==> src/spi_slave_macros.svh <==
`ifndef SPI_SLAVE_MACROS_SVH
`define SPI_SLAVE_MACROS_SVH

//////////////////////////////
// word bus side
//////////////////////////////

// one word written by the processing unit
`define PU_DATA_WIDTH 32

// words held by each bank of the ping-pong buffer
`define PU_BUF_SIZE 6

//////////////////////////////
// spi side
//////////////////////////////

// one byte on the serial line
`define PU_SPI_WIDTH 8

// bytes sent per unit word, msb first
`define PU_BYTES_PER_WORD 4

// stable cycles before a filtered input follows its pin
`define PU_BOUNCE_FILTER 20

`endif

==> src/pu_bus_pkg.sv <==
`include "spi_slave_macros.svh"

// types seen on the processing unit side of the port
package pu_bus_pkg;

    // one data word from the unit
    typedef logic [`PU_DATA_WIDTH-1:0] pu_word_t;

    // number of words in one bank, 0 up to PU_BUF_SIZE inclusive
    typedef logic [$clog2(`PU_BUF_SIZE + 1)-1:0] pu_count_t;

endpackage

==> src/spi_link_pkg.sv <==
`include "spi_slave_macros.svh"

// types of the serial byte stream
package spi_link_pkg;

    import pu_bus_pkg::*;

    // one byte as shifted out on miso
    typedef logic [`PU_SPI_WIDTH-1:0] spi_byte_t;

    // position of a byte inside a word, 3 is the msb
    typedef logic [$clog2(`PU_BYTES_PER_WORD)-1:0] byte_index_t;

    // a word loaded whole and read back byte by byte
    typedef union packed {
        pu_word_t                                word;
        spi_byte_t [`PU_BYTES_PER_WORD-1:0]      bytes;
    } spi_word_bytes_u;

endpackage

==> src/pu_slave_spi.sv <==
`timescale 1ns/100ps

`include "spi_slave_macros.svh"

module pu_slave_spi
    import pu_bus_pkg::*;
    import spi_link_pkg::*;
(
    input  logic     clk,
    input  logic     rst,
    input  logic     cycle,
    input  logic     wr,
    input  pu_word_t data,
    output logic     flag_stop,
    input  logic     cs,
    input  logic     sclk,
    input  logic     mosi,
    output logic     miso
);

    logic      f_cs;
    logic      f_sclk;
    logic      cs_prev;
    logic      swap;
    logic      word_take;
    logic      empty;
    logic      byte_take;
    pu_word_t  buf_word;
    spi_byte_t spi_byte;

    //////////////////////////////
    // input filters
    //////////////////////////////

    spi_bounce_filter #(.DEPTH(`PU_BOUNCE_FILTER)) cs_filter (
        .clk(clk), .rst(rst), .raw(cs), .init(1'b1), .filtered(f_cs)
    );

    spi_bounce_filter #(.DEPTH(`PU_BOUNCE_FILTER)) sclk_filter (
        .clk(clk), .rst(rst), .raw(sclk), .init(1'b0), .filtered(f_sclk)
    );

    // receive data is not stored yet
    spi_bounce_filter #(.DEPTH(`PU_BOUNCE_FILTER)) mosi_filter (
        .clk(clk), .rst(rst), .raw(mosi), .init(1'b0), .filtered()
    );

    //////////////////////////////
    // control
    //////////////////////////////

    // banks may only swap between transactions
    assign swap = cycle && f_cs;

    // one cycle pulse on the rising edge of cs
    always_ff @(posedge clk) begin
        if (rst) begin
            cs_prev   <= 1'b1;
            flag_stop <= 1'b0;
        end else begin
            cs_prev   <= f_cs;
            flag_stop <= !cs_prev && f_cs;
        end
    end

    //////////////////////////////
    // datapath
    //////////////////////////////

    spi_word_buffer word_buffer (
        .clk(clk), .rst(rst), .wr(wr), .data(data), .swap(swap), .clear(flag_stop),
        .word_take(word_take), .word(buf_word), .empty(empty)
    );

    spi_word_splitter word_splitter (
        .clk(clk), .rst(rst), .clear(flag_stop), .byte_take(byte_take), .word(buf_word),
        .empty(empty), .word_take(word_take), .byte_out(spi_byte)
    );

    spi_slave_shifter shifter (
        .clk(clk), .rst(rst), .cs(f_cs), .sclk(f_sclk), .byte_in(spi_byte),
        .byte_take(byte_take), .miso(miso)
    );

endmodule

==> src/spi_bounce_filter.sv <==
`timescale 1ns/100ps

`include "spi_slave_macros.svh"

module spi_bounce_filter #(
    parameter int DEPTH = `PU_BOUNCE_FILTER
) (
    input  logic clk,
    input  logic rst,
    input  logic raw,
    input  logic init,
    output logic filtered
);

    localparam int CNT_W = $clog2(DEPTH + 1);

    logic             raw_q;
    logic [CNT_W-1:0] cnt;

    // raw pin is registered once, then must hold for DEPTH samples
    always_ff @(posedge clk) begin
        if (rst) begin
            raw_q    <= init;
            filtered <= init;
            cnt      <= '0;
        end else begin
            raw_q <= raw;
            if (raw_q == filtered) begin
                // any bounce back restarts the count
                cnt <= '0;
            end else if (cnt == CNT_W'(DEPTH - 1)) begin
                filtered <= raw_q;
                cnt      <= '0;
            end else begin
                cnt <= cnt + 1'b1;
            end
        end
    end

endmodule

==> src/spi_slave_shifter.sv <==
`timescale 1ns/100ps

`include "spi_slave_macros.svh"

module spi_slave_shifter
    import spi_link_pkg::*;
(
    input  logic      clk,
    input  logic      rst,
    input  logic      cs,
    input  logic      sclk,
    input  spi_byte_t byte_in,
    output logic      byte_take,
    output logic      miso
);

    localparam int BIT_W = $clog2(`PU_SPI_WIDTH);
    localparam logic [BIT_W-1:0] LAST_BIT = BIT_W'(`PU_SPI_WIDTH - 1);

    logic             cs_q;
    logic             sclk_q;
    logic             cs_fall;
    logic             sclk_fall;
    logic             load;
    logic [BIT_W-1:0] bit_cnt;
    spi_byte_t        shreg;

    //////////////////////////////
    // edge detect
    //////////////////////////////

    assign cs_fall   = cs_q && !cs;
    // mode 0, data moves on the falling edge only
    assign sclk_fall = sclk_q && !sclk && !cs;

    // new byte at transaction start and after every full byte
    assign load = cs_fall || (sclk_fall && bit_cnt == LAST_BIT);

    always_ff @(posedge clk) begin
        if (rst) begin
            cs_q      <= 1'b1;
            sclk_q    <= 1'b0;
            bit_cnt   <= '0;
            byte_take <= 1'b0;
        end else begin
            cs_q      <= cs;
            sclk_q    <= sclk;
            byte_take <= load;
            if (cs || load) begin
                bit_cnt <= '0;
            end else if (sclk_fall) begin
                bit_cnt <= bit_cnt + 1'b1;
            end
        end
    end

    //////////////////////////////
    // shift register
    //////////////////////////////

    always_ff @(posedge clk) begin
        if (load) begin
            shreg <= byte_in;
        end else if (sclk_fall) begin
            shreg <= {shreg[`PU_SPI_WIDTH-2:0], 1'b0};
        end
    end

    // line stays low while deselected
    assign miso = !cs && shreg[`PU_SPI_WIDTH-1];

endmodule

==> src/spi_word_buffer.sv <==
`timescale 1ns/100ps

`include "spi_slave_macros.svh"

module spi_word_buffer
    import pu_bus_pkg::*;
(
    input  logic     clk,
    input  logic     rst,
    input  logic     wr,
    input  pu_word_t data,
    input  logic     swap,
    input  logic     clear,
    input  logic     word_take,
    output pu_word_t word,
    output logic     empty
);

    localparam pu_count_t FULL = pu_count_t'(`PU_BUF_SIZE);

    // two banks, one filled by the unit while the other is sent
    pu_word_t  mem [2][`PU_BUF_SIZE];
    pu_count_t count [2];
    pu_count_t rd_idx [2];

    logic sel;
    logic wr_bank;
    logic rd_bank;
    logic full;
    logic push;

    //////////////////////////////
    // bank roles
    //////////////////////////////

    // sel names the write bank
    assign wr_bank = sel;
    assign rd_bank = ~sel;

    assign full  = (count[wr_bank] == FULL);
    assign empty = (rd_idx[rd_bank] == count[rd_bank]);
    assign push  = wr && !full;

    // words leave in write order
    assign word = mem[rd_bank][rd_idx[rd_bank]];

    //////////////////////////////
    // storage
    //////////////////////////////

    always_ff @(posedge clk) begin
        if (push) begin
            mem[wr_bank][count[wr_bank]] <= data;
        end
    end

    always_ff @(posedge clk) begin
        if (rst) begin
            sel <= 1'b0;
            for (int b = 0; b < 2; b++) begin
                count[b]  <= '0;
                rd_idx[b] <= '0;
            end
        end else begin
            if (swap) begin
                sel <= ~sel;
            end
            // writes to a full bank are lost
            if (push) begin
                count[wr_bank] <= count[wr_bank] + 1'b1;
            end
            // end of transaction drops whatever was left unsent
            if (clear) begin
                count[rd_bank]  <= '0;
                rd_idx[rd_bank] <= '0;
            end else if (word_take && !empty) begin
                rd_idx[rd_bank] <= rd_idx[rd_bank] + 1'b1;
            end
        end
    end

endmodule

==> src/spi_word_splitter.sv <==
`timescale 1ns/100ps

`include "spi_slave_macros.svh"

module spi_word_splitter
    import pu_bus_pkg::*;
    import spi_link_pkg::*;
(
    input  logic      clk,
    input  logic      rst,
    input  logic      clear,
    input  logic      byte_take,
    input  pu_word_t  word,
    input  logic      empty,
    output logic      word_take,
    output spi_byte_t byte_out
);

    localparam byte_index_t MSB_IDX = byte_index_t'(`PU_BYTES_PER_WORD - 1);

    spi_word_bytes_u cur;
    byte_index_t     idx;
    logic            valid;
    logic            fetch;

    // last byte taken, or nothing real held yet
    assign fetch     = !clear && ((byte_take && idx == '0) || !valid);
    assign word_take = fetch && !empty;

    assign byte_out = cur.bytes[idx];

    // zero word stands in while the read bank is empty
    always_ff @(posedge clk) begin
        if (fetch) begin
            cur.word <= empty ? '0 : word;
        end
    end

    always_ff @(posedge clk) begin
        if (rst) begin
            idx   <= MSB_IDX;
            valid <= 1'b0;
        end else if (clear) begin
            idx   <= MSB_IDX;
            valid <= 1'b0;
        end else begin
            if (byte_take) begin
                idx <= (idx == '0) ? MSB_IDX : idx - 1'b1;
            end
            // keeps polling until a real word is held
            if (fetch) begin
                valid <= !empty;
            end
        end
    end

endmodule

==> config.mk <==
export PLATFORM = sky130hd
export DESIGN_NAME = pu_slave_spi
export DESIGN_NICKNAME = d
export VERILOG_FILES = /design/src/pu_bus_pkg.sv /design/src/spi_link_pkg.sv /design/src/pu_slave_spi.sv /design/src/spi_bounce_filter.sv /design/src/spi_slave_shifter.sv /design/src/spi_word_buffer.sv /design/src/spi_word_splitter.sv
export VERILOG_INCLUDE_DIRS = /design/src
export SDC_FILE = /design/constraint.sdc
export NUM_CORES = 1
export LEC_CHECK = 0
export BUFFER_PORTS_ARGS = -buffer_cell sky130_fd_sc_hd__buf_4
export CAP_MARGIN = 20
export CORE_ASPECT_RATIO = 0.5
export CORE_MARGIN = 2
export CORE_UTILIZATION = 50
export CTS_CLUSTER_DIAMETER = 120
export DETAILED_ROUTE_END_ITERATION = 8
export PLACE_DENSITY_LB_ADDON = 0.1
export SLEW_MARGIN = 25
export SYNTH_ARGS = -nofsm -noshare
export SYNTH_HDL_FRONTEND = slang
export SYNTH_SLANG_ARGS = --single-unit
export TNS_END_PERCENT = 10
==> constraint.sdc <==
create_clock -name clk -period 5.4 [get_ports clk]
set_input_delay 0.81 -clock clk [delete_from_list [all_inputs] [get_ports clk]]
set_output_delay 0.81 -clock clk [all_outputs]
set_load 0.1 [all_outputs]
======== Word-level counts from Yosys, hierarchy flattened ========
Memory sizes are Yosys's and may differ from the RTL's. A register that Yosys moved wholly into a read port is not among the register bits.
Index checks and enable logic that the tools add are counted.
storage, ports and cells
  register bits after elaboration ......... 65
  bits in writable memories ............... 396
  input port bits ......................... 39
  output and inout port bits .............. 2
  logic and storage cells ................. 111
  memories ................................ 3
memory list
  memory              words  width  rd ports  clocked after Yosys merged registers in  wr ports  RTL line               RTL
  word_buffer.mem     2      192    1         0                                        1         spi_word_buffer.sv:22  pu_word_t mem [2][`PU_BUF_SIZE];
  word_buffer.count   2      3      2         1                                        2         spi_word_buffer.sv:23  pu_count_t count [2];
  word_buffer.rd_idx  2      3      1         0                                        2         spi_word_buffer.sv:24  pu_count_t rd_idx [2];
operators by class
  add/sub/neg operators ................... 6
  magnitude comparators ................... 4
  equal/unequal tests ..................... 7
  muxes and demuxes ....................... 35
  bitwise operators ....................... 6
  reduce and logical (&&, ||, !) cells .... 34
operator list
  cell                                                                   number
  192-bit two-way mux                                                    1
  32-bit binary-select mux with 3-bit select                             1
  32-bit demux with 3-bit select                                         1
  32-bit two-way mux                                                     3
  8-bit two-way mux                                                      3
  1-bit two-way mux                                                      20
  8-bit binary-select mux with 2-bit select                              1
  3-bit OR reduction                                                     5
  1-bit logical AND                                                      13
  3-bit two-way mux                                                      4
  5-bit by 1-bit adder with 5-bit output (second input constant)         2
  5-bit == test (second input constant)                                  2
  3-bit by 1-bit adder with 3-bit output (second input constant)         3
  4-bit greater-or-equal comparator (second input constant)              2
  3-bit inverter with 4-bit output                                       2
  1-bit logical NOT                                                      7
  3-bit == test (second input constant)                                  2
  4-bit by 1-bit < comparator with 1-bit output (second input constant)  1
  2-bit AND reduction                                                    2
  2-bit OR reduction                                                     2
  3-bit == test                                                          1
  1-bit logical OR                                                       3
  2-bit by 3-bit < comparator with 1-bit output (second input constant)  1
  1-bit inverter                                                         3
  6 further kinds                                                        7

======== Depth between registers and ports, before layout ========
Gate-level depths: netlist of run 1.
  depth after elaboration ................. 13
  mapped depth ............................ 9
  mapped depth without buffers ............ 8

======== Hierarchy ========
Synthesis of run 1 repeated with hierarchy kept, for this count alone.
second synthesis, totals
  cell total of the unflattened synthesis .. 1068
  area total of the unflattened synthesis .. 18709.2 sq um
by module, submodules not included
  module             instances  cells an instance  area an instance (sq um)  seq. area each (sq um)
  spi_word_buffer    1          862                15882.7                   11871.4
  spi_word_splitter  1          94                 1521.5                    1021.0
  spi_bounce_filter  2          32                 312.8                     150.1
  spi_slave_shifter  1          41                 605.6                     360.3
  pu_slave_spi       1          7                  73.8                      40.0

======== Worst setup path before layout of run 1 ========
Ideal clock, no wire load.
  path type ............................... register -> register
  start point ............................. register with a tool-made name
  end point ............................... memory word_buffer.mem[0][100] in the netlist's numbering, enable pin
  library setup time ...................... 0.461 ns
  arrival time ............................ 3.622 ns
  required time ........................... 4.939 ns
  setup slack ............................. 1.316 ns
  stages on the path, launching flop included .. 8
  path buffers ............................ 0
  clock period less this slack ............ 4.084 ns
  path through ............................ dfxtp_1 > mux2i_1 > inv_1 > ha_1 > inv_1 > o21a_1 > nand2_1 > nor3_1
RTL lines
  what       RTL line
  to (decl)  spi_word_buffer.sv:22

==> metrics.md, run 1 <==
| Metric | Value |
|---|---|
| Worst-path clk slew | 0.06 ns |
| Startpoint class of the critical path | flop |
| Outcome | finished clean |
| Clock skew | 0.0123 ns |
| Starting density of the core | 50.8% |
| Crit Path Category | reg2reg |
| Largest net degree at the start of global routing | 40 |
| Reg-to-Reg End | word_buffer.mem[1][107] |
| Vias in the first global route | 9,253 |
| Die X | 274 um |
| Ys async rst share | 0% |
| Flop-to-flop setup slack | 2.05 ns |
| Hold crit path type | reg2reg |
| CP Cell Sequence | mux2i_1, inv_1, ha_1, inv_1, o21a_1, nand2_1, nor2_4, buf_4 |
| Max VDD drop | 0.000198 V |
| Hold path depth | 1 |
| Simple-gate share of the synthesized area | 3.47% |
| Worst skew pair latency | 0.54 ns |
| Dpl ws | 1.95 ns |
| Worst path depth | 8 |
| Number of synthesized flops with an enable pin | 430 |
| Drc violations | 0 |
| Worst R2R Path Depth | 8 |
| GRT met3 Usage | 3.43% |
| Critical path required time | 5.63 ns |
| Synth Area in XOR/XNOR | 0.816% |
| Routed len/inst | 25.2 um |
| Syn Nets | 1,101 |
| Peak Freq | 298 MHz |
| Global Route met2 Usage | 32.2% |
| Netlist cell types | 51 |
| Worst Setup End Kind | flop |
| CP delay by family, top | simple AND/OR/NAND/NOR gates |
| CTS tree | built |
| Share of layout cells above drive strength 1 | 18.1% |
| GR peak layer | met1 |
| Endpoint of the worst hold path | flag_stop |
| Worst path bufs/invs | 3 |
| YS warnings | 0 |
| Routed vias | 9,455 |
| Dominant synthesized flop cell | edfxtp_1 |
| CP dominant cell by count | inv_1 |
| # hold bufs at CTS | 0 |
| Avg Cell Area, Syn | 17.3 um^2 |
| Fin nets | 1,150 |
| Row count | 49 |
| Global-route wire length before repair | 60.2 mm |
| Total negative setup slack | 0 ns |
| Main combinational cell family by area after synthesis | multiplexers |
| Post-route ant nets | 0 |
| Area grow syn2layout | 11.8% |
| Total leakage power | 6.85 nW |
| RSZ-0062 raised after global routing | no |
| Initial DRC Count | 928 |
| Fin. max-slew vios | 0 |
| Fraction of the cycle the final worst path needs | 62.1% |
| Slowest stage delay, CP | 0.86 ns |
| Mux cell area share after synthesis | 13.2% |
| Chip height | 139 um |
| Final setup fails | 0 |
| Crit path max-delay cell type | nor2_4 |
| Worst-path fanout max | 24 |
| Seq/Total Area, Yosys | 74.2% |
| Count of input and output buffers | 39 |
| Max-cap violations | 0 |
| Fin area | 20,400 um^2 |
| Final min period | 3.35 ns |
| # IOs | 41 |
| Slew @ Worst Pin | 1.02 ns |
| Yosys top cell by area | edfxtp_1 |
| Post-synthesis adder-cell area fraction | 0.548% |
| Post-Syn Area | 18,300 um^2 |
| Pwr per Cell Area | 428 nW/um^2 |
| Met1 Track Usage GR | 34.2% |
| Synth top area cells | edfxtp_1 (71%), mux2i_1 (9.3%), dfxtp_1 (3.5%), o22ai_1 (2.2%), mux2_4 (1.5%) |
| Max_slew headroom | 31.8% |
| Die Footprint | 38,100 um^2 |
| TritonCTS Buffers | 41 |
| Postcts setup bufs | 0 |
| Synth Area in Compound Gates | 5.91% |
| Grt total ovfl | 0 |
| Hold Crit Start | shifter.cs_q |
| Drt pass-1 iters | 5 |
| Most frequent cell after synthesis | edfxtp_1 |
| Initial antenna violation count | 4 |
| Final hold violation count | 0 |
| Vias per cell | 5.84 |
| CP Data Arrival Time | 3.59 ns |
| H-tree depth | 2 |
| GPL Wtd Cong | 0.789 |
| All-layer global routing usage | 21.7% |
| Number of clock sinks | 462 |
| Detailed-route wire length | 40.8 mm |
| Top cell type's share of synthesized area | 70.7% |
| Clock tree buffer depth | 3 |
| Final worst slack | 2.05 ns |
| Most frequent cells after synthesis | edfxtp_1 (430), mux2i_1 (169), o22ai_1 (64), nor2_1 (60), a21oi_1 (36) |
| Core footprint | 35,900 um^2 |
| DP Area | 19,100 um^2 |
| DP Wirelength | 21.9 mm |
| CTS resizes | 0 |
| Root Buffer | clkbuf_16 |
| Synth Register Bits | 462 |
| Post-Synthesis Cells | 1,054 |
| # fillers | 2,770 |
[layout make-up]
| class | count | area (um^2) | share of cell area [%] |
|---|---|---|---|
| multi-input cells | 522 | 4460 | 21.9 |
| flip-flops and latches | 462 | 13600 | 66.4 |
| diodes | 1 | 2.50 | 0.0123 |
| inverters | 12 | 45.0 | 0.221 |
| well taps | 484 | 606 | 2.97 |
| clock buffers | 55 | 1120 | 5.49 |
| clock inverters | 20 | 141 | 0.693 |
| repair buffers | 64 | 480 | 2.35 |
[flip-flops by register name, indices dropped and copies added (netlist names), 2 cells and up, named ones only]
signal / cells
shifter.shreg: 8
word_buffer.rd_idx: 6
word_splitter.idx: 2
cs_filter.cnt: 5
word_buffer.count: 6
word_buffer.mem: 384
sclk_filter.cnt: 5
shifter.bit_cnt: 3
word_splitter.cur: 32
[stage by stage]
stage               util, %  std cells  total power [W]  hold WS [ns]
floorplan                 -       1054          0.00546         0.414
global placement       53.2       1544          0.00596         0.424
detailed placement     53.3       1544          0.00599         0.433
CTS                    56.8       1619          0.00879         0.436
global route           56.8       1619          0.00905         0.446
finish                 56.8       1620          0.00873         0.451
[cell families after synthesis]
logic type | count (synthesis)
flip-flops | 462
multiplexers | 218
AO/OA/AOI/OAI | 148
AND/OR/NAND/NOR | 131
buffers and inverters | 70
XOR/XNOR | 17
adder cells (fa/ha/maj) | 8
[worst max-delay path by stage]
stage                     startpoint                 endpoint  slack [ns]
after floorplan                 flop  word_buffer.mem[0][100]        1.32
after global placement          flop  word_buffer.mem[1][127]        2.03
after detailed placement        flop  word_buffer.mem[1][127]        1.95
after CTS                       flop  word_buffer.mem[1][107]        1.94
after global routing            flop  word_buffer.mem[1][107]        1.83
final                           flop  word_buffer.mem[1][107]        2.05
[per-layer routing]
metal	routed length, um	part of all wire, %
met5	0	0
met4	506	1.2
met3	2550	6.3
met2	18000	44
met1	19700	48
[placed cells by master, fill, tap and decap left out, types with 3 or more instances in the layout]
cell / instances
mux2_4: 18
buf_4: 64
a2bb2oi_2: 17
nor3_1: 6
nand2_1: 21
nor2_4: 6
ha_1: 8
clkbuf_16: 43
mux4_2: 8
a2bb2oi_1: 15
mux2i_1: 168
mux2_2: 23
clkbuf_1: 12
clkinv_2: 7
nor3_2: 6
nand3_1: 7
a21oi_1: 36
dfxtp_1: 32
clkinv_1: 10
xor2_1: 6
nor4_1: 6
o21ai_0: 6
edfxtp_1: 430
o22ai_1: 64
xnor2_1: 11
inv_1: 12
nand3b_1: 3
nor2_1: 53
[power breakdown]
part | total (W) | switching [W] | internal [W] | leakage [nW]
clock | 0.00281 | 0.00125 | 0.00156 | 0.620
combinational | 0.00159 | 0.000949 | 0.000640 | 2.04
sequential | 0.00433 | 0.000135 | 0.00420 | 4.20
Note: power is estimated with default switching activity, not from simulation.
==> inputs of run 2 (changes only) <==
==> constraint.sdc (replaced) <==
create_clock -name clk -period 3.1 [get_ports clk]
set_input_delay 0.465 -clock clk [delete_from_list [all_inputs] [get_ports clk]]
set_output_delay 0.465 -clock clk [all_outputs]
set_load 0.1 [all_outputs]
==> metrics.md, run 2 (synthesized netlist as in run 1, its figures left out) <==
| Metric | Value |
|---|---|
| Row count | 49 (unchanged) |
| Outcome | finished clean |
| Hold Crit Start | cs |
| Postcts setup bufs | 0 (unchanged) |
| CP Data Arrival Time | 2.89 ns (-0.70 ns) |
| Slew @ Worst Pin | 0.631 ns (-0.390 ns) |
| Initial DRC Count | 770 (-17%) |
| Initial antenna violation count | 0 (-4) |
| # hold bufs at CTS | 0 (unchanged) |
| Worst Setup End Kind | flop |
| Worst-path clk slew | 0.06 ns (about the same) |
| Fin. max-slew vios | 0 (unchanged) |
| Detailed-route wire length | 39.3 mm (-3.6%) |
| Sw frac | 25.8% (-0.95 points) |
| Commonest non-fill, non-tap cell in the layout | edfxtp_1 |
| Count of input and output buffers | 39 (unchanged) |
| TritonCTS Buffers | 41 (unchanged) |
| Crit Path Category | reg2reg |
| Max reg flops | 384 (unchanged) |
| Peak Freq | 376 MHz (+26%) |
| Max VDD drop | 0.000472 V (+140%) |
| Area grow syn2layout | 13.8% |
| GPL Wtd Cong | 0.747 (-5.3%) |
| Final Power | 0.0156 W (+79%) |
| Chip height | 139 um (unchanged) |
| Total leakage power | 7.02 nW (+2.4%) |
| CP dominant cell by count | inv_1 |
| Flop-to-flop setup slack | 0.44 ns (-1.61 ns) |
| All-layer global routing usage | 21.0% (-0.66 points) |
| Ant. Diodes | 0 (-1) |
| Share of layout cells above drive strength 1 | 19.7% (+1.5 points) |
| Endpoint of the worst hold path | cs_filter.raw_q |
| Fin nets | 1,167 (+1.5%) |
| Number of clock sinks | 462 (unchanged) |
| Starting density of the core | 50.8% (unchanged) |
| CTS resizes | 0 (unchanged) |
| Core footprint | 35,900 um^2 (unchanged) |
| Worst skew pair latency | 0.54 ns (about the same) |
| Reg power frac | 48.2% (-1.4 points) |
| Final min period | 2.66 ns (-0.694 ns) |
| H-tree depth | 2 (unchanged) |
| Routed vias | 9,410 (-0.48%) |
| Critical path required time | 3.33 ns (-2.30 ns) |
| Hold crit path type | in2reg |
| Fin Hold WS | 0.115 ns (-0.336 ns) |
| # IOs | 41 (unchanged) |
| Worst-path fanout max | 9 (-63%) |
| Die Footprint | 38,100 um^2 (unchanged) |
| Largest net degree at the start of global routing | 66 (+65%) |
| Vias in the first global route | 9,539 (+3.1%) |
| P_int | 0.0116 W (+81%) |
| Post-route ant nets | 0 (unchanged) |
| Area occupied by multi-input gates | 4450 um^2 (-0.39%) |
| Worst R2R Path Depth | 8 (unchanged) |
| Final hold violation count | 0 (unchanged) |
| Combinational share of power | 18.0% (-0.2 points) |
| Pwr per Cell Area | 752 nW/um^2 (+76%) |
| Most frequent cells in the layout | edfxtp_1 (430), mux2i_1 (169), buf_4 (71), o22ai_1 (64), nor2_1 (54) |
| Slowest stage delay, CP | 0.41 ns (-0.45 ns) |
| Die X | 274 um (unchanged) |
| Startpoint class of the critical path | flop |
| Global-route wire length before repair | 59.0 mm (-2.0%) |
| Clock tree buffer depth | 3 (unchanged) |
| Routed len/inst | 24.1 um (-4.5%) |
| Fraction of the cycle the final worst path needs | 85.7% (+24 points) |
| Storage element area | 13,600 um^2 (unchanged) |
| Drc violations | 0 (unchanged) |
| Hold path depth | 2 (+1) |
| Final setup fails | 0 (unchanged) |
| Root Buffer | clkbuf_16 |
| Net switching power | 0.00404 W (+73%) |
| Vias per cell | 5.76 (-1.3%) |
| CP Cell Sequence | mux2i_1, inv_1, ha_1, inv_1, o21a_1, nand2_1, nor3_2, buf_4 |
| CTS tree | built |
| Reg-to-Reg End | word_buffer.mem[0][109] |
| Grt total ovfl | 0 (unchanged) |
| RSZ-0062 raised after global routing | no |
| Clock power share | 33.8% (+1.6 points) |
| DP Wirelength | 22.7 mm (+3.6%) |
| Max-cap violations | 0 (unchanged) |
| Max_slew headroom | 57.9% (+26 points) |
| Clock skew | 0.0169 ns (+0.00465 ns) |
| Crit path max-delay cell type | dfxtp_1 |
| # fillers | 2,782 (+0.43%) |
| Drt pass-1 iters | 5 (unchanged) |
[run 2: cell types whose count changed in the layout (fill, tap and decap cells not counted), moves of 2 or more]
| cell | delta |
|---|---|
| clkinv_1 | -4 |
| clkinvlp_4 | +2 |
| buf_12 | +10 |
| clkbuf_8 | +2 |
| buf_4 | +7 |
| clkinv_2 | -2 |
| clkbuf_1 | -4 |
| bufinv_16 | +4 |
[run 2: worst max path at each step]
stage                     start                 endpoint  slack (ns)  cells past startpoint
after global placement     flop  word_buffer.mem[0][110]        0.51                      8
final                      flop  word_buffer.mem[0][109]        0.44                      8
after floorplan            flop  word_buffer.mem[0][100]       -0.98                      7
after global routing       flop   word_buffer.mem[0][85]        0.25                      8
after CTS                  flop  word_buffer.mem[0][109]        0.44                      8
after detailed placement   flop  word_buffer.mem[0][127]        0.47                      8
[run 2: per-layer routing]
layer	vias up	wire, um	global-route usage (%)
li1	4280	-	-
met1	4833	18200	30.5
met2	232	18200	33.1
met3	65	2140	4.14
met4	0	689	4.81
met5	-	0	0
[run 2: layout make-up]
class	instances	share of cell area (%)
clock inverter	20	1.25
multi-input combinational	522	21.4
inverter	12	0.217
clock buffer	53	5.46
tap	484	2.91
sequential	462	65.2
timing repair buffer	81	3.53
[run 2: critical path: cells and delay by family, from the launching register on]
kind | cells | cell delay (ns)
AND/OR/NAND/NOR | 2 | 0.62
flip-flops | 1 | 0.41
adder cells (fa/ha/maj) | 1 | 0.22
multiplexers | 1 | 0.34
buffers and inverters | 3 | 0.49
AO/OA/AOI/OAI | 1 | 0.26
[run 2: power by group through the flow]
stage	Combinational [W]	Sequential (W)	Clock (W)
finish	0.00282	0.00753	0.00528
global route	0.00304	0.00755	0.00561
CTS	0.00285	0.00752	0.00536
detailed placement	0.00283	0.00765	0
global placement	0.00278	0.00765	0
floorplan	0.00200	0.00751	0
[run 2: metrics by stage]
stage	worst slack, ns	area [um^2]	TNS [ns]	util [%]	cells
6_report	0.442	20800	0	57.8	1634
5_1_grt	0.250	20800	0	57.8	1634
4_1_cts	0.442	20800	0	57.8	1634
3_5_place_dp	0.472	19400	0	54.0	1561
3_3_place_gp	0.512	19400	0	54.0	1561
2_1_floorplan	-0.984	18300	-183.20	-	1054
==> inputs of run 3 (changes only) <==
--- a/config.mk
+++ b/config.mk
@@ -10,7 +10,7 @@
 export CAP_MARGIN = 20
 export CORE_ASPECT_RATIO = 0.5
 export CORE_MARGIN = 2
-export CORE_UTILIZATION = 50
+export CORE_UTILIZATION = 45
 export CTS_CLUSTER_DIAMETER = 120
 export DETAILED_ROUTE_END_ITERATION = 8
 export PLACE_DENSITY_LB_ADDON = 0.1
==> metrics.md, run 3 (synthesized netlist as in run 1, its figures left out) <==
| Metric | Value |
|---|---|
| Max_slew headroom | 33.5% (-24 points) |
| Clock skew | 0.0158 ns (-0.00108 ns) |
| Hold crit path type | in2reg |
| Count of input and output buffers | 39 (unchanged) |
| Total leakage power | 7.00 nW (-0.28%) |
| Startpoint class of the critical path | flop |
| Area occupied by multi-input gates | 4450 um^2 (unchanged) |
| Row count | 52 (+6.1%) |
| Global-route wire length before repair | 60.9 mm (+3.3%) |
| Ant. Diodes | 0 (unchanged) |
| Final Power | 0.0155 W (-0.67%) |
| Starting density of the core | 45.4% (-5.4 points) |
| Clock tree buffer depth | 3 (unchanged) |
| Initial DRC Count | 664 (-14%) |
| # hold bufs at CTS | 0 (unchanged) |
| DP Wirelength | 23.3 mm (+2.4%) |
| Drc violations | 0 (unchanged) |
| Final min period | 2.66 ns (+0.00289 ns) |
| Routed vias | 9,342 (-0.72%) |
| Detailed-route wire length | 40.6 mm (+3.2%) |
| All-layer global routing usage | 19.7% (-1.4 points) |
| Postcts setup bufs | 0 (unchanged) |
| Grt total ovfl | 0 (unchanged) |
| TritonCTS Buffers | 43 (+4.9%) |
| Core footprint | 40,200 um^2 (+12%) |
| CP Data Arrival Time | 2.88 ns (about the same) |
| Drt pass-1 iters | 5 (unchanged) |
| Final hold violation count | 0 (unchanged) |
| Fin nets | 1,166 (-0.086%) |
| Chip height | 146 um (+5.3%) |
| CP endpoint | word_buffer.mem[0][46] |
| # IOs | 41 (unchanged) |
| Slew @ Worst Pin | 0.997 ns (+0.365 ns) |
| Dpl ws | 0.475 ns (+0.00313 ns) |
| Vias in the first global route | 9,612 (+0.77%) |
| Area grow syn2layout | 13.8% (about the same) |
| CP dominant cell by count | inv_1 |
| Initial antenna violation count | 0 (unchanged) |
| Number of clock sinks | 462 (unchanged) |
| CP Cell Sequence | mux2i_1, inv_1, ha_1, inv_1, o21a_1, nand2_1, nor3_2, buf_12 |
| Worst skew pair latency | 0.56 ns (+0.02 ns) |
| Reg-to-Reg End | word_buffer.mem[0][46] |
| Peak Freq | 376 MHz (-0.11%) |
| Largest net degree at the start of global routing | 47 (-29%) |
| Flop-to-flop setup slack | 0.44 ns (about the same) |
| Max reg flops | 384 (unchanged) |
| Root Buffer | clkbuf_16 |
| Die X | 289 um (+5.3%) |
| Hold Crit Start | cs |
| CTS resizes | 0 (unchanged) |
| Fin. max-slew vios | 0 (unchanged) |
| Vias per cell | 5.52 (-4.2%) |
| Share of layout cells above drive strength 1 | 19.6% (-0.051 points) |
| RSZ-0062 raised after global routing | no |
| Crit path max-delay cell type | dfxtp_1 |
| Commonest non-fill, non-tap cell in the layout | edfxtp_1 |
| Pwr per Cell Area | 747 nW/um^2 (-0.70%) |
| Slowest stage delay, CP | 0.43 ns (+0.02 ns) |
| Post-route ant nets | 0 (unchanged) |
| Final worst slack | 0.439 ns (-0.00289 ns) |
| Worst R2R Path Depth | 8 (unchanged) |
| Worst-path fanout max | 32 (+23) |
| GPL Wtd Cong | 0.772 (+3.4%) |
| Max VDD drop | 0.000419 V (-11%) |
| H-tree depth | 2 (unchanged) |
| Die Footprint | 42,300 um^2 (+11%) |
| Worst Setup End Kind | flop |
| Final setup fails | 0 (unchanged) |
| Routed len/inst | 24.0 um (-0.38%) |
| Crit Path Category | reg2reg |
| Critical path required time | 3.32 ns (about the same) |
| # fillers | 3,282 (+18%) |
| Worst-path clk slew | 0.06 ns (about the same) |
| Outcome | finished clean |
| Fraction of the cycle the final worst path needs | 85.8% (+0.093 points) |
| Most frequent cells in the layout | edfxtp_1 (430), mux2i_1 (169), buf_4 (68), o22ai_1 (64), nor2_1 (54) |
| CTS tree | built |
| Storage element area | 13,600 um^2 (unchanged) |
| Max-cap violations | 0 (unchanged) |
-- run 3: cell count changes in the layout (fill, tap and decap cells not counted) --
cell / previous run / this run
clkinv_2: 5 / 13
buf_4: 71 / 68
bufinv_16: 6 / 3
clkinv_1: 6 / 9
clkbuf_16: 43 / 45
clkbuf_8: 2 / 0
clkinv_8: 1 / 0
clkinvlp_4: 2 / 1
-- run 3: worst min path at each step --
| stage | end | slack [ns] | cells past startpoint |
|---|---|---|---|
| floorplan | flag_stop | 0.41 | 1 |
| global placement | sclk_filter.cnt[0] | 0.42 | 1 |
| detailed placement | cs_filter.cnt[0] | 0.44 | 1 |
| CTS | cs_filter.raw_q | 0.07 | 2 |
| global route | cs_filter.raw_q | 0.08 | 2 |
| finish | cs_filter.raw_q | 0.1 | 2 |
-- run 3: power breakdown --
part / total [W] / switching, W / leakage (nW) / internal (W)
Clock: 0.00516 / 0.00226 / 0.671 / 0.00290
Combinational: 0.00283 / 0.00165 / 2.13 / 0.00119
Sequential: 0.00753 / 0.000221 / 4.20 / 0.00731
-- run 3: worst max-delay path, delay by kind of cell, from the launching register on --
family	cells	cell delay [ns]
buffers and inverters	3	0.46
muxes	1	0.34
and+or+nand+nor	2	0.55
AOI/OAI and AO/OA	1	0.25
DFF	1	0.43
adders and majority gates	1	0.22
-- run 3: through the flow --
step                util [%]  TNS, ns  hold WS [ns]  cells  instance area, um^2
floorplan                  -  -183.20         0.414   1054                18300
global placement        48.3        0         0.423   1614                19400
detailed placement      48.3        0         0.445   1614                19400
CTS                     51.7        0        0.0734   1693                20800
global route            51.7        0        0.0773   1693                20800
finish                  51.7        0        0.0958   1693                20800
-- run 3: cell type report --
type,instances,share of cell area [%]
inverter,12,0.217
clock buffer,53,5.56
multi-input combinational,522,21.4
clock inverter,26,0.945
sequential,462,65.2
timing repair buffer,78,3.42
tap,540,3.25
-- run 3: metal layers --
| metal | vias to the layer above | GRT usage (%) | part of all wire [%] |
|---|---|---|---|
| met5 | - | 0 | 0 |
| met4 | 0 | 3.66 | 1.4 |
| met3 | 44 | 3.66 | 5.1 |
| met2 | 202 | 30.6 | 46 |
| met1 | 4819 | 29.3 | 48 |
| li1 | 4277 | - | - |
